## config.mk

```make
export PLATFORM = sky130hd
export DESIGN_NAME = codec_ctrl_top
export DESIGN_NICKNAME = d
export VERILOG_FILES = /design/src/design/codec_pkg.sv /design/src/design/codec_cmd_decoder.sv /design/src/design/codec_write_scheduler.sv /design/src/design/codec_spi_shifter.sv /design/src/design/codec_ctrl_top.sv
export VERILOG_INCLUDE_DIRS = /design/src /design/src/design
export SDC_FILE = /design/constraint.sdc
export NUM_CORES = 1
export LEC_CHECK = 0
export BUFFER_PORTS_ARGS = -buffer_cell sky130_fd_sc_hd__buf_4
export CAP_MARGIN = 20
export CORE_AREA = 2 2 98 100
export CTS_CLUSTER_DIAMETER = 150
export CTS_CLUSTER_SIZE = 24
export DETAILED_ROUTE_END_ITERATION = 6
export DIE_AREA = 0 0 100 102
export PLACE_DENSITY_LB_ADDON = 0.15
export SYNTH_ARGS = -nofsm -noshare
export SYNTH_HDL_FRONTEND = slang
export SYNTH_SLANG_ARGS = --single-unit
```

## constraint.sdc

```tcl
create_clock -name clk -period 2.8 [get_ports clk]
set_input_delay 0.56 -clock clk [delete_from_list [all_inputs] [get_ports clk]]
set_output_delay 0.56 -clock clk [all_outputs]
set_load 0.01 [all_outputs]
```

## src/design/codec_config.svh

```systemverilog
`ifndef CODEC_CONFIG_SVH
`define CODEC_CONFIG_SVH

// Command bus addresses
`define CODEC_CMD_TXGAIN_ADDR 6'h09
`define CODEC_CMD_RXGAIN_ADDR 6'h0a
`define CODEC_CMD_WRITE_ADDR  6'h3b

// Top byte a generic write must carry
`define CODEC_WRITE_SELECT 8'h06

// Codec registers behind the gain commands
`define CODEC_TXGAIN_REG 5'h0a
`define CODEC_RXGAIN_REG 5'h09

// Shadow values matching codec power-up state
`define CODEC_TXGAIN_RESET 4'hf
`define CODEC_RXGAIN_RESET 7'h40

// Init table covers registers 0x00 to 0x13
`define CODEC_INIT_LEN 20
`define CODEC_INIT_AW  5  // Counter must reach CODEC_INIT_LEN

// Serial write frame
`define CODEC_FRAME_W 16

// 1 means RX gain goes over the TX bus pins, so RX gain commands write nothing
`define CODEC_FAST_LNA 0

`endif

```

## src/design/codec_pkg.sv

```systemverilog
package codec_pkg;

  // One serial write, shifted out MSB first
  typedef struct packed {
    logic [2:0] zero;      // Write flag and byte count, always 0
    logic [4:0] reg_addr;  // Target codec register
    logic [7:0] data;      // Register value
  } codec_frame_t;

  // Pending write from decoder to scheduler
  typedef struct packed {
    logic         valid;   // Frame waiting to go out
    codec_frame_t frame;
  } codec_write_t;

  // Gain commands, both gains share one word
  typedef struct packed {
    logic [3:0]  tx_gain;   // 31..28
    logic [20:0] rsvd;      // Unused
    logic [6:0]  rx_gain;   // 6..0
  } codec_gain_view_t;

  // Generic register write
  typedef struct packed {
    logic [7:0] sel;       // Must match the write selector
    logic [2:0] rsvd_a;
    logic [4:0] reg_addr;  // 20..16
    logic [7:0] rsvd_b;
    logic [7:0] data;      // 7..0
  } codec_write_view_t;

  // Command data word
  // Which view applies depends on cmd_addr
  typedef union packed {
    codec_gain_view_t  gain;
    codec_write_view_t wr;
    logic [31:0]       raw;
  } codec_cmd_word_u;

endpackage

```

## src/design/codec_cmd_decoder.sv

```systemverilog
`timescale 1ns/1ps
`include "codec_config.svh"

module codec_cmd_decoder
  import codec_pkg::*;
(
  input  logic            clk,
  input  logic            rst,
  input  logic [5:0]      cmd_addr,
  input  codec_cmd_word_u cmd_data,
  input  logic            cmd_rqst,
  output logic            cmd_ack,
  output codec_write_t    cmd_write,
  input  logic            cmd_write_taken
);

  logic [3:0]   tx_shadow;   // Last TX gain sent
  logic [6:0]   rx_shadow;   // Last RX gain sent
  logic         pend_valid;
  codec_frame_t pend_frame;
  codec_frame_t new_frame;   // Frame the current command would produce
  logic         need_write;
  logic         is_tx;
  logic         is_rx;
  logic [5:0]   rx_code;
  logic         seen;        // New request this cycle
  logic         slot_free;   // Pending slot free at this edge

  // RX gain to 6-bit PGA code
  assign rx_code = cmd_data.gain.rx_gain[6] ? cmd_data.gain.rx_gain[5:0] :
                   cmd_data.gain.rx_gain[5] ? ~cmd_data.gain.rx_gain[5:0] :
                   {1'b1, cmd_data.gain.rx_gain[4:0]};

  assign seen      = cmd_rqst && !cmd_ack;  // Request still held during the ack cycle
  assign slot_free = !pend_valid || cmd_write_taken;

  always_comb begin
    need_write = 1'b0;
    is_tx      = 1'b0;
    is_rx      = 1'b0;
    new_frame  = '0;
    case (cmd_addr)
      `CODEC_CMD_TXGAIN_ADDR: begin
        is_tx              = 1'b1;
        need_write         = (cmd_data.gain.tx_gain != tx_shadow);
        new_frame.reg_addr = `CODEC_TXGAIN_REG;
        new_frame.data     = {4'b0100, cmd_data.gain.tx_gain};
      end
      `CODEC_CMD_RXGAIN_ADDR: begin
        is_rx              = 1'b1;
        need_write         = (`CODEC_FAST_LNA == 0) && (cmd_data.gain.rx_gain != rx_shadow);
        new_frame.reg_addr = `CODEC_RXGAIN_REG;
        new_frame.data     = {2'b01, rx_code};
      end
      `CODEC_CMD_WRITE_ADDR: begin
        need_write         = (cmd_data.wr.sel == `CODEC_WRITE_SELECT);
        new_frame.reg_addr = cmd_data.wr.reg_addr;
        new_frame.data     = cmd_data.wr.data;
      end
      default: ;  // Unknown address, ack only
    endcase
  end

  // Ack, pending flag and shadows
  always_ff @(posedge clk) begin
    if (rst) begin
      cmd_ack    <= 1'b0;
      pend_valid <= 1'b0;
      tx_shadow  <= `CODEC_TXGAIN_RESET;
      rx_shadow  <= `CODEC_RXGAIN_RESET;
    end else begin
      cmd_ack <= 1'b0;  // Single-cycle pulse
      if (cmd_write_taken)
        pend_valid <= 1'b0;
      if (seen) begin
        if (!need_write) begin
          cmd_ack <= 1'b1;
        end else if (slot_free) begin
          cmd_ack    <= 1'b1;
          pend_valid <= 1'b1;
          if (is_tx)
            tx_shadow <= cmd_data.gain.tx_gain;
          if (is_rx)
            rx_shadow <= cmd_data.gain.rx_gain;
        end
        // Otherwise hold off until the scheduler takes the old frame
      end
    end
  end

  // Frame payload, qualified by pend_valid
  always_ff @(posedge clk) begin
    if (seen && need_write && slot_free)
      pend_frame <= new_frame;
  end

  assign cmd_write = '{valid: pend_valid, frame: pend_frame};

endmodule

```

## src/design/codec_write_scheduler.sv

```systemverilog
`timescale 1ns/1ps
`include "codec_config.svh"

module codec_write_scheduler
  import codec_pkg::*;
(
  input  logic         clk,
  input  logic         rst,
  input  codec_write_t cmd_write,
  output logic         cmd_write_taken,
  input  logic         shift_ready,
  output codec_frame_t frame,
  output logic         frame_start
);

  logic [`CODEC_INIT_AW-1:0] init_addr;  // Walks the table, parks at the end
  logic                      init_done;
  logic [8:0]                entry;      // {enable, data}
  logic                      init_fire;
  logic                      cmd_fire;
  codec_frame_t              init_frame;

  // Power-up table, bit 8 enables the write
  function automatic logic [8:0] init_entry(input logic [`CODEC_INIT_AW-1:0] addr);
    case (addr)
      5'h06:   return {1'b1, 8'h54};  // Second clock output off
      5'h07:   return {1'b1, 8'h30};  // Start DC offset cal, RX filter on
      5'h0b:   return {1'b1, 8'h00};  // RX PGA from register
      5'h0c:   return {1'b1, 8'h43};  // TX twos complement, interpolation
      5'h0d:   return {1'b1, 8'h03};  // RX twos complement
      5'h0e:   return {1'b1, 8'h81};  // IAMP setting
      5'h10:   return {1'b1, 8'h80};  // TX gain select
      5'h11:   return {1'b1, 8'h00};  // TX gain select, low part
      5'h12:   return {1'b1, 8'h00};
      default: return 9'h000;         // Left at codec default
    endcase
  endfunction

  assign init_done = (init_addr == `CODEC_INIT_AW'(`CODEC_INIT_LEN));
  assign entry     = init_entry(init_addr);

  // Init has priority, commands only once the table is done
  assign init_fire = !init_done && entry[8] && shift_ready;
  assign cmd_fire  = init_done && cmd_write.valid && shift_ready;

  assign frame_start     = init_fire || cmd_fire;
  assign cmd_write_taken = cmd_fire;  // Decoder drops valid on the same edge

  always_comb begin
    init_frame          = '0;
    init_frame.reg_addr = init_addr;  // Entry index is the register address
    init_frame.data     = entry[7:0];
  end

  assign frame = init_done ? cmd_write.frame : init_frame;

  // Skip disabled entries at once
  // Enabled ones wait for the shifter
  always_ff @(posedge clk) begin
    if (rst)
      init_addr <= '0;
    else if (!init_done && (!entry[8] || shift_ready))
      init_addr <= init_addr + 1'b1;
  end

endmodule

```

## src/design/codec_spi_shifter.sv

```systemverilog
`timescale 1ns/1ps
`include "codec_config.svh"

module codec_spi_shifter
  import codec_pkg::*;
(
  input  logic         clk,
  input  logic         rst,
  input  codec_frame_t frame,
  input  logic         frame_start,
  output logic         shift_ready,
  output logic         sdio,
  output logic         sclk,
  output logic         sen_n
);

  typedef enum logic {
    SH_IDLE,
    SH_SHIFT
  } sh_state_t;

  sh_state_t                          state;
  logic [`CODEC_FRAME_W-1:0]          shreg;    // MSB drives sdio
  logic [$clog2(`CODEC_FRAME_W)-1:0]  bit_cnt;  // Bits left after this one

  assign sdio = shreg[`CODEC_FRAME_W-1];

  always_ff @(posedge clk) begin
    if (rst) begin
      state       <= SH_IDLE;
      shreg       <= '0;  // Keeps sdio low out of reset
      bit_cnt     <= '0;
      sclk        <= 1'b0;
      sen_n       <= 1'b1;
      shift_ready <= 1'b0;
    end else begin
      case (state)
        SH_IDLE: begin
          sclk <= 1'b0;
          if (frame_start) begin
            shreg       <= frame;
            bit_cnt     <= '1;  // 15 more bits after the first
            sen_n       <= 1'b0;
            shift_ready <= 1'b0;
            state       <= SH_SHIFT;
          end else begin
            sen_n       <= 1'b1;   // Released one cycle after last fall
            shift_ready <= sen_n;  // Ready once enable has been high a cycle
          end
        end
        SH_SHIFT: begin
          if (!sclk) begin
            sclk <= 1'b1;  // Codec samples here
          end else begin
            // Falling edge, next bit out
            sclk    <= 1'b0;
            shreg   <= {shreg[`CODEC_FRAME_W-2:0], 1'b0};
            bit_cnt <= bit_cnt - 1'b1;
            if (bit_cnt == '0)
              state <= SH_IDLE;
          end
        end
        default: state <= SH_IDLE;
      endcase
    end
  end

endmodule

```

## src/design/codec_ctrl_top.sv

```systemverilog
`timescale 1ns/1ps

module codec_ctrl_top
  import codec_pkg::*;
(
  input  logic            clk,
  input  logic            rst,
  input  logic [5:0]      cmd_addr,
  input  codec_cmd_word_u cmd_data,
  input  logic            cmd_rqst,
  output logic            cmd_ack,
  output logic            sdio,
  output logic            sclk,
  output logic            sen_n
);

  codec_write_t cmd_write;        // Decoder pending write
  logic         cmd_write_taken;
  codec_frame_t frame;            // Next frame to shift
  logic         frame_start;
  logic         shift_ready;

  // Command side
  codec_cmd_decoder codec_cmd_decoder_i (
    .clk             (clk),
    .rst             (rst),
    .cmd_addr        (cmd_addr),
    .cmd_data        (cmd_data),
    .cmd_rqst        (cmd_rqst),
    .cmd_ack         (cmd_ack),
    .cmd_write       (cmd_write),
    .cmd_write_taken (cmd_write_taken)
  );

  // Init table and arbitration
  codec_write_scheduler codec_write_scheduler_i (
    .clk             (clk),
    .rst             (rst),
    .cmd_write       (cmd_write),
    .cmd_write_taken (cmd_write_taken),
    .shift_ready     (shift_ready),
    .frame           (frame),
    .frame_start     (frame_start)
  );

  codec_spi_shifter codec_spi_shifter_i (
    .clk         (clk),
    .rst         (rst),
    .frame       (frame),
    .frame_start (frame_start),
    .shift_ready (shift_ready),
    .sdio        (sdio),
    .sclk        (sclk),
    .sen_n       (sen_n)
  );

endmodule

```

# Yosys cells after proc, flatten, opt, wreduce, memory -nomap -nowiden
# Memory sizes are Yosys's and may differ from the RTL's. A register that Yosys moved wholly into a read port is not among the register bits.
# Cells that the tools add are included.
# classes
reduce_logical,20
add_sub_neg,2
bitwise,3
mux,29
n_eq_ne,9
# ops
operator,count
$pmux 13 s3,1
$mux 16,2
$pmux 16 s2,1
$mux 1,14
$mux 13,1
$eq 6x4->1 const B,2
$mux 6,2
$mux 5,2
$eq 8x3->1 const B,1
$logic_and 1x1->1,8
$mux 4,2
$pmux 4 s2,1
$reduce_and 4->1,2
$ne 7x7->1,1
$eq 6x6->1 const B,1
$not 6->6,1
$add 5x1->5 const B,1
$eq 5x5->1 const B,1
$logic_not 1->1,4
$logic_not 4->1,1
$ne 2x1->1 const B,2
$ne 4x4->1,1
$pmux 1 s2,2
$sub 4x1->4 const B,1
5 further kinds,8
# totals
out_inout_bits,4
memories,1
mem_bits_ro,256
in_bits,41
elab_cells,77
reg_bits,55
# memory_table
name,depth,word_bits,read_ports,rd_ports_with_merged_regs,write_ports,line_no,rtl
(no name shown),32,8,1,1,0,codec_write_scheduler.sv:25,case (addr)

# Longest topological paths before layout
# Gate-level depths: netlist (run 1).
# logic_depth
ltp_word,7
ltp_mapped,9
mapped_depth_nobuf,8

# Hierarchy
# A second synthesis (run 1) with hierarchy kept.
# hier_totals
cells_unflattened,354
hier_area_um2,3472.1
# modules_own_cells
module,instances,cells_per_inst,area_each_um2,seq_area_each_um2
codec_cmd_decoder,1,132,1441.4,650.6
codec_spi_shifter,1,114,1199.9,480.5
codec_write_scheduler,1,108,830.8,260.2

# Worst setup path before layout (run 1)
# No wires, ideal clock.
# synth_timing
kind,input -> register
startpoint,input port cmd_addr[2]
endpoint,"register codec_cmd_decoder_i.pend_frame (netlist bit codec_cmd_decoder_i.cmd_write[0]), enable pin"
setup_time_ns,0.360
required_ns,2.440
path_slack_ns,0.060
stages,5
arrival_ns,2.380
n_path_buf,0
path_cell_list,or4b_1 > nor3b_2 > o41ai_1 > a21boi_1 > and2_1
# synth_between
elab_chain_len,4
word_cells_on_any_way,6
classes_between,3 x eq/ne; 1 x mux; 2 x reduce/logical
# synth_rtl
item,line_no,rtl
"start, declared",codec_ctrl_top.sv:8,"input logic [5:0] cmd_addr,"
$eq 6x6->1 or $eq 6x4->1 (tied branches),codec_cmd_decoder.sv:42,case (cmd_addr)
$pmux 1 s3 (*),codec_cmd_decoder.sv:42,
$logic_and 1x1->1 (*) (2 in series),codec_cmd_decoder.sv:93,if (seen && need_write && slot_free)
"end signal, assigned",codec_cmd_decoder.sv:94,pend_frame <= new_frame;
"end, declared",codec_cmd_decoder.sv:20,codec_frame_t pend_frame;
# Mark *: on every way between the ends. The rest lies on a longest branch, timed or not.
# A chain may end at the register's enable or synchronous reset.

# Worst setup path after layout (run 1)
# layout_timing
startpoint,register codec_write_scheduler_i.init_addr[0]
endpoint,register codec_write_scheduler_i.entry[6] (netlist name)
# layout_between
elab_chain_len,5
word_cells_on_any_way,6
classes_between,1 x add/sub; 1 x eq/ne; 2 x mux; 2 x reduce/logical
# layout_rtl
item,line_no,rtl
"start, declared",codec_write_scheduler.sv:16,logic [`CODEC_INIT_AW-1:0] init_addr;
"start signal, assigned",codec_write_scheduler.sv:63,init_addr <= init_addr + 1'b1;
branches (longest 3 deep; another with $add 5x1->5),--,
$mux 5 (no source line) (*) (2 in series),--,
# Every way passes the cells marked *.

==> results of run 1 <==
## per-stage QoR
step | worst slack (ns) | hold WS (ns)
finish | 0.316 | 0.449
global route | 0.203 | 0.466
CTS | 0.308 | 0.455
detailed placement | 0.285 | 0.443
global placement | 0.307 | 0.436
floorplan | 0.0599 | 0.428
## cell type report
| class | count | area (um2) | area share, % |
|---|---|---|---|
| clock buffers | 9 | 124 | 3.32 |
| clock inverters | 7 | 72.6 | 1.95 |
| repair buffers | 45 | 338 | 9.05 |
| multi-input cells | 251 | 1620 | 43.5 |
| inverters | 12 | 45.0 | 1.21 |
| flip-flops and latches | 63 | 1390 | 37.3 |
| well taps | 111 | 139 | 3.72 |
## routing by layer
metal  vias up  GRT usage, %  wire length, um
li1       1312             -                -
met1      1204          18.0             3200
met2        54          26.3             3490
met3         5          4.65              331
met4         0          3.79               69
met5         -             0                0
## registers in the layout (all words and copies together) (netlist names)
name,cells
codec_spi_shifter_i.shreg,16
codec_cmd_decoder_i.cmd_write,13
codec_write_scheduler_i.entry,8
codec_cmd_decoder_i.rx_shadow,7
codec_write_scheduler_i.init_addr,5
codec_cmd_decoder_i.tx_shadow,4
codec_spi_shifter_i.bit_cnt,4
codec_cmd_decoder_i.cmd_ack,1
codec_cmd_decoder_i.pend_valid,1
codec_spi_shifter_i.sclk,1
codec_spi_shifter_i.sen_n,1
codec_spi_shifter_i.shift_ready,1
codec_spi_shifter_i.state,1
## cells in the final DEF (no fill, tap or decap), types with 2 or more instances in the layout
master / n
or4_1: 3
mux2i_1: 21
inv_1: 11
a21o_1: 7
clkinvlp_4: 2
nor3b_2: 2
dfxtp_1: 50
nand4_1: 2
a221o_1: 4
nand3_1: 15
nor3b_1: 2
or3_1: 2
o31ai_1: 3
nor3_1: 7
and2_1: 5
nor4_1: 2
or4_4: 2
nand3b_1: 3
ha_1: 4
xor2_1: 4
buf_4: 45
a21oi_2: 2
a21oi_1: 28
o21ba_2: 2
clkbuf_8: 9
clkinv_2: 2
nand4b_1: 3
edfxtp_1: 13
nor2b_1: 5
nand2b_1: 16
nor2_1: 27
a2111oi_0: 3
xnor2_1: 8
nand2_1: 23
o21ai_0: 27
## worst reg2reg max path, cell delays in order, from the launching register on
cell and delay, ns:
dfxtp_1 0.45, inv_1 0.09, ha_1 0.23, and4b_1 0.23, or4_4 0.52, a21o_1 0.21, or4_4 0.53, a21oi_2 0.15
## power breakdown
| part | switching, W | leakage [nW] | internal [W] |
|---|---|---|---|
| Sequential | 0.0000143 | 0.551 | 0.000941 |
| Clock | 0.000379 | 0.0956 | 0.000412 |
| Combinational | 0.0000998 | 0.730 | 0.0000841 |
## Yosys cell counts, drive strengths merged, types with 2 or more instances
library cell and instances:
nand2 23, o21ba 2, and2 5, a21o 7
nand3b 3, mux2i 21, o21ai 28, xnor2 8
nand4b 3, inv 12, a2111oi 3, or3 2
xor2 4, nand4 2, buf 2, nor2b 5
or4 5, nand3 15, edfxtp 13, dfxtp 50
a221o 4, clkbuf 18, a21oi 31, o31ai 3
nor3 7, nor2 27, ha 4, nor3b 4
nand2b 16, nor4 2
## how the worst max path moves through the flow
stage,start,endpoint,slack (ns),cells past startpoint
after global placement,cmd_addr[2],codec_cmd_decoder_i.cmd_write[7],0.31,7
after CTS,codec_write_scheduler_i.init_addr[0],codec_write_scheduler_i.entry[6],0.31,7
final,codec_write_scheduler_i.init_addr[0],codec_write_scheduler_i.entry[6],0.32,7
after global routing,codec_write_scheduler_i.init_addr[0],codec_spi_shifter_i.bit_cnt[3],0.20,8
after floorplan,cmd_addr[2],codec_cmd_decoder_i.cmd_write[0],0.06,5
after detailed placement,cmd_addr[2],codec_cmd_decoder_i.cmd_write[5],0.28,7
## kinds of logic after synthesis
logic type	Yosys count
and+or+nand+nor	122
AOI/OAI and AO/OA	91
adders and majority gates	4
buffers and inverters	32
muxes	22
xor gates and xnor gates	12
DFF	63
==> impl_metrics.json, run 1 <==
{
  "critPathCaptureType": "flop",
  "worst-path-buf-inv": 1,
  "cts.sinks": 63,
  "crit_family": "simple AND/OR/NAND/NOR gates",
  "fmax_mhz": 403,
  "cts.repair.resized": 0,
  "cp_data_arrival_time_ns": 2.76,
  "synth_xor_area_share_pct": 3.35,
  "cp_data_required_time_ns": 3.07,
  "antenna_found_initial": 0,
  "die_w_um": 100,
  "vias": 2575,
  "max_cap_viol_count": 0,
  "period_share_pct": 88.7,
  "ir_worst_vdd_mv": 0.228,
  "finClkSkew_ns": 0.0113,
  "rrSetupSlack_ns": 0.32,
  "muxShareOfSynthArea_pct": 7.05,
  "htree_num_levels": 3,
  "drt_iter0_drc": 105,
  "dieArea_mm2": 0.0102,
  "totalWireLength_um": 7090,
  "seq_area_frac_synth_pct": 44.3,
  "ant_nets": 0,
  "synthSimpleGateAreaFrac_pct": 21.1,
  "hold_depth": 2,
  "io_pins": 45,
  "dr.pass1.iters": 6,
  "cts_buffer_depth": 2,
  "finalHoldViolations": 0,
  "synth_top_cells_by_area": "dfxtp_1 32%, edfxtp_1 12%, mux2i_1 6.7%, a21oi_1 4.5%, o21ai_0 4.3%",
  "p_total_w": 0.00193,
  "layout-drive-gt1-share_pct": 18.6,
  "synth_nets": 391,
  "ys_ff_latch": 63,
  "crit_path_start_kind": "flop",
  "hold_class": "reg -> reg",
  "cts_root_buffer": "clkbuf_8",
  "core_mm2": 0.00911,
  "reg2reg_depth": 7,
  "final_cells": 498,
  "ctsHoldBuffers": 0,
  "critPathMaxFanout": 6,
  "nets": 427,
  "place_inst": 482,
  "fp-row-count": 35,
  "die_h_um": 102,
  "powerDensity_mw_per_mm2": 517,
  "final.fill_count": 920,
  "fin_tns_setup_ns": 0,
  "initial_core_util_pct": 34.5,
  "postLayoutCellArea_mm2": 0.00373,
  "synthArstFlopShare_pct": 0,
  "cts_buffers": 9,
  "place.gp.congestion": 0.822,
  "synth_warnings": 0,
  "r2r-start": "codec_write_scheduler_i.init_addr[0]",
  "cts_tree": "yes",
  "synth_compound_area_share_pct": 18.5,
  "wl_per_cell_um": 14.2,
  "drc": 0,
  "portBuffers": 33,
  "cts.reportedPaths.clkPinSlew_ns": 0.07,
  "slowest_delay_ns": 0.53,
  "clk_latency_ns": 0.34,
  "maxSlewHeadroom_pct": 61.0,
  "synth_fa_ha_area_share_pct": 1.59,
  "synth.distinct_cells": 54,
  "overflow": 0,
  "drv_slew": 0,
  "grt_pass1_wl_um": 12000,
  "synth_edf_count": 13,
  "synthCells": 346,
  "min-delay-start": "codec_spi_shifter_i.shreg[13]",
  "synth_top_area_cell": "dfxtp_1",
  "rsz0062_at_grt": "false",
  "utilization_pct": 41.0,
  "path_cells": "inv_1 -> ha_1 -> and4b_1 -> or4_4 -> a21o_1 -> or4_4 -> a21oi_2",
  "rr_endpoint": "codec_write_scheduler_i.entry[6]",
  "setup_viol": 0,
  "worstSetupPathType": "reg -> reg",
  "p_leak_nw": 1.38,
  "grt_pass1_vias": 2414,
  "syn_area_mm2": 0.00314,
  "status": "finished clean",
  "period_needed_ns": 2.48,
  "worst_pin_slew_ns": 0.585,
  "place_area_mm2": 0.00353,
  "grt_max_degree": 58,
  "grt_usage_pct": 15.0,
  "post_cts.repair.setup_buffers": 0,
  "synth_flop_cell": "dfxtp_1",
  "hpwl_um": 5000,
  "post_drt_via_cell_ratio": 5.17,
  "yosys.area.top_type_share_pct": 31.9,
  "num_antenna_cells": 0,
  "whs_endpoint": "codec_spi_shifter_i.shreg[14]",
  "path_common_cell": "or4_4",
  "synth_area_per_cell_um2": 9.08,
  "synth_top_family_by_area": "simple AND/OR/NAND/NOR gates",
  "cp_slowest_cell": "or4_4",
  "syn_to_final_growth_pct": 18.8
}
(Power assumes the default switching activity.)
==> inputs of run 2 (changes only) <==
--- a/config.mk
+++ b/config.mk
@@ -6,13 +6,14 @@
 export SDC_FILE = /design/constraint.sdc
 export NUM_CORES = 1
 export LEC_CHECK = 0
+export ABC_AREA = 1
 export BUFFER_PORTS_ARGS = -buffer_cell sky130_fd_sc_hd__buf_4
 export CAP_MARGIN = 20
-export CORE_AREA = 2 2 98 100
+export CORE_AREA = 2 2 102 104
 export CTS_CLUSTER_DIAMETER = 150
 export CTS_CLUSTER_SIZE = 24
 export DETAILED_ROUTE_END_ITERATION = 6
-export DIE_AREA = 0 0 100 102
+export DIE_AREA = 0 0 104 106
 export PLACE_DENSITY_LB_ADDON = 0.15
 export SYNTH_ARGS = -nofsm -noshare
 export SYNTH_HDL_FRONTEND = slang
==> impl_metrics.json, run 2 <==
{
  "r2r-start": "codec_write_scheduler_i.init_addr[0]",
  "synth_fa_ha_area_share_pct": 1.47,
  "synth_flop_cell": "dfxtp_1",
  "fin_tns_setup_ns": 0,
  "synthArstFlopShare_pct": 0,
  "cts.sinks": 63,
  "drt-met1-wl_um": 3510,
  "status": "finished clean",
  "post_drt_via_cell_ratio": 4.66,
  "fp-row-count": 37,
  "synth_top_area_cell": "dfxtp_1",
  "cp_slowest_cell": "dfxtp_1",
  "whs_endpoint": "codec_spi_shifter_i.shreg[8]",
  "die_h_um": 106,
  "p_leak_nw": 1.71,
  "synth_edf_count": 13,
  "path_cells": "inv_1 -> ha_1 -> nand4_4 -> o21a_4 -> nor2_8 -> inv_2 -> a21oi_1 -> buf_4",
  "synth_top_cells_by_area": "dfxtp_1 29%, nand2_1 13%, edfxtp_1 11%, inv_1 5.6%, nor2_1 4.7%",
  "place.gp.congestion": 0.775,
  "syn_to_final_growth_pct": 15.2,
  "ys_top_cells_by_count": "116 x nand2_1, 51 x inv_1, 50 x dfxtp_1",
  "cts_buffer_depth": 2,
  "synth_compound_area_share_pct": 12.4,
  "post_cts.repair.setup_buffers": 0,
  "place_inst": 611,
  "grt_pass1_vias": 2936,
  "worstSetupPathType": "reg -> reg",
  "cts_root_buffer": "clkbuf_8",
  "hpwl_um": 5700,
  "clk_latency_ns": 0.34,
  "grt_usage_pct": 15.1,
  "critPathMaxFanout": 20,
  "drt_iter0_drc": 113,
  "rr_endpoint": "codec_cmd_decoder_i.cmd_write[7]",
  "final_cells": 627,
  "hold_class": "reg -> reg",
  "setup_slack_ns": 0.467,
  "synthSimpleGateAreaFrac_pct": 33.0,
  "ctsHoldBuffers": 0,
  "synthCells": 454,
  "finalHoldViolations": 0,
  "period_needed_ns": 2.33,
  "core_mm2": 0.0100,
  "rrSetupSlack_ns": 0.47,
  "layout-drive-gt1-share_pct": 19.3,
  "wl_per_cell_um": 12.1,
  "totalWireLength_um": 7600,
  "crit_path_start_kind": "flop",
  "max_cap_viol_count": 0,
  "yosys.area.top_type_share_pct": 29.3,
  "vias": 2924,
  "cp_data_arrival_time_ns": 2.37,
  "critPathCaptureType": "flop",
  "dieArea_mm2": 0.0110,
  "ir_worst_vdd_mv": 0.220,
  "dp_slack_ns": 0.479,
  "worst_pin_slew_ns": 0.531,
  "top_layer": "met4",
  "drc": 0,
  "cts.reportedPaths.clkPinSlew_ns": 0.07,
  "rsz0062_at_grt": "false",
  "synth.distinct_cells": 40,
  "largest_reg_flops": 16,
  "min-delay-start": "codec_spi_shifter_i.shreg[8]",
  "slowest_delay_ns": 0.39,
  "antenna_found_initial": 0,
  "maxSlewHeadroom_pct": 64.5,
  "dr.pass1.iters": 5,
  "period_share_pct": 83.3,
  "ant_nets": 0,
  "seq_area_frac_synth_pct": 40.8,
  "overflow": 0,
  "regMostFlops": "codec_spi_shifter_i.shreg",
  "layout_common_cells": "116 x nand2_1, 51 x inv_1, 50 x dfxtp_1",
  "synth_area_per_cell_um2": 7.51,
  "num_antenna_cells": 0,
  "cts_buffers": 9,
  "finClkSkew_ns": 0.0105,
  "powerDensity_mw_per_mm2": 499,
  "synth_xor_area_share_pct": 2.57,
  "dr_wl_met3_um": 273,
  "synth_top_family_by_area": "simple AND/OR/NAND/NOR gates",
  "muxShareOfSynthArea_pct": 0,
  "fmax_mhz": 429,
  "met2WireLength_um": 3700,
  "synth_nets": 499,
  "synth_warnings": 0,
  "drv_slew": 0,
  "setup_viol": 0,
  "cp_data_required_time_ns": 2.84,
  "grt_pass1_wl_um": 13400,
  "layout_commonest_cell": "nand2_1",
  "ys_ff_latch": 63,
  "portBuffers": 33,
  "nets": 531,
  "syn_area_mm2": 0.00341,
  "reg2reg_depth": 8,
  "synthMostInstantiatedCell": "nand2_1",
  "io_pins": 45,
  "initial_core_util_pct": 34.1,
  "htree_num_levels": 3,
  "die_w_um": 104,
  "cts.repair.resized": 0,
  "grt_max_degree": 21,
  "cts_tree": "yes",
  "p_total_w": 0.00196,
  "hold_depth": 2
}
run 2: cell count changes in the layout (fill, tap and decap cells not counted), sizes merged, moves of 12 or more:
| cell | previous run | this run |
|---|---|---|
| nand4 | 2 | 14 |
| mux2i | 21 | 0 |
| nor2 | 27 | 46 |
| nand2b | 16 | 0 |
| nand2 | 23 | 130 |
| nand3 | 15 | 37 |
| inv | 13 | 56 |
run 2: layer usage:
layer,track usage (%),vias up
li1,-,1532
met1,18.2,1323
met2,26.7,57
met3,2.76,12
met4,5.98,0
met5,0,-
run 2: area by class of cell:
class / count / area [um2]
fillers: 1080 / 6070
multi-input cells: 318 / 1680
flip-flops and latches: 63 / 1390
repair buffers: 38 / 285
inverters: 56 / 213
clock buffers: 13 / 170
well taps: 136 / 170
clock inverters: 3 / 15.0
run 2: worst max-delay path by stage:
stage / startpoint / end
CTS: codec_write_scheduler_i.init_addr[0] / codec_cmd_decoder_i.cmd_write[10]
detailed placement: codec_write_scheduler_i.init_addr[0] / codec_cmd_decoder_i.cmd_write[2]
finish: codec_write_scheduler_i.init_addr[0] / codec_cmd_decoder_i.cmd_write[7]
floorplan: cmd_addr[5] / codec_cmd_decoder_i.cmd_write[0]
global route: codec_write_scheduler_i.init_addr[0] / codec_cmd_decoder_i.cmd_write[10]
global placement: codec_write_scheduler_i.init_addr[0] / codec_cmd_decoder_i.cmd_write[10]
run 2: critical path: cells and delay by family, from the launching register on:
kind | cells | cell delay [ns]
compound gates | 2 | 0.47
flops | 1 | 0.39
simple gates | 2 | 0.52
fa+ha+maj | 1 | 0.21
buf+inv | 3 | 0.42
run 2: kinds of logic after synthesis:
kind of cell	Yosys count
AO/OA/AOI/OAI	68
XOR/XNOR	10
flip-flops	63
AND/OR/NAND/NOR	236
adder cells (fa/ha/maj)	4
buffers and inverters	73
run 2: where the power goes:
part	total, W	switching, W	internal [W]
clock network	0.000743	0.000347	0.000396
registers	0.000971	0.0000243	0.000946
logic	0.000245	0.000151	0.0000946
total	0.00196	0.000522	0.00144
run 2: metrics by stage:
stage	hold slack (ns)	utilization (%)	area, um2
after global placement	0.444	37.4	3740
final	0.459	39.3	3930
after CTS	0.466	39.3	3930
after floorplan	0.421	-	3410
after detailed placement	0.455	37.4	3740
after global routing	0.486	39.3	3930
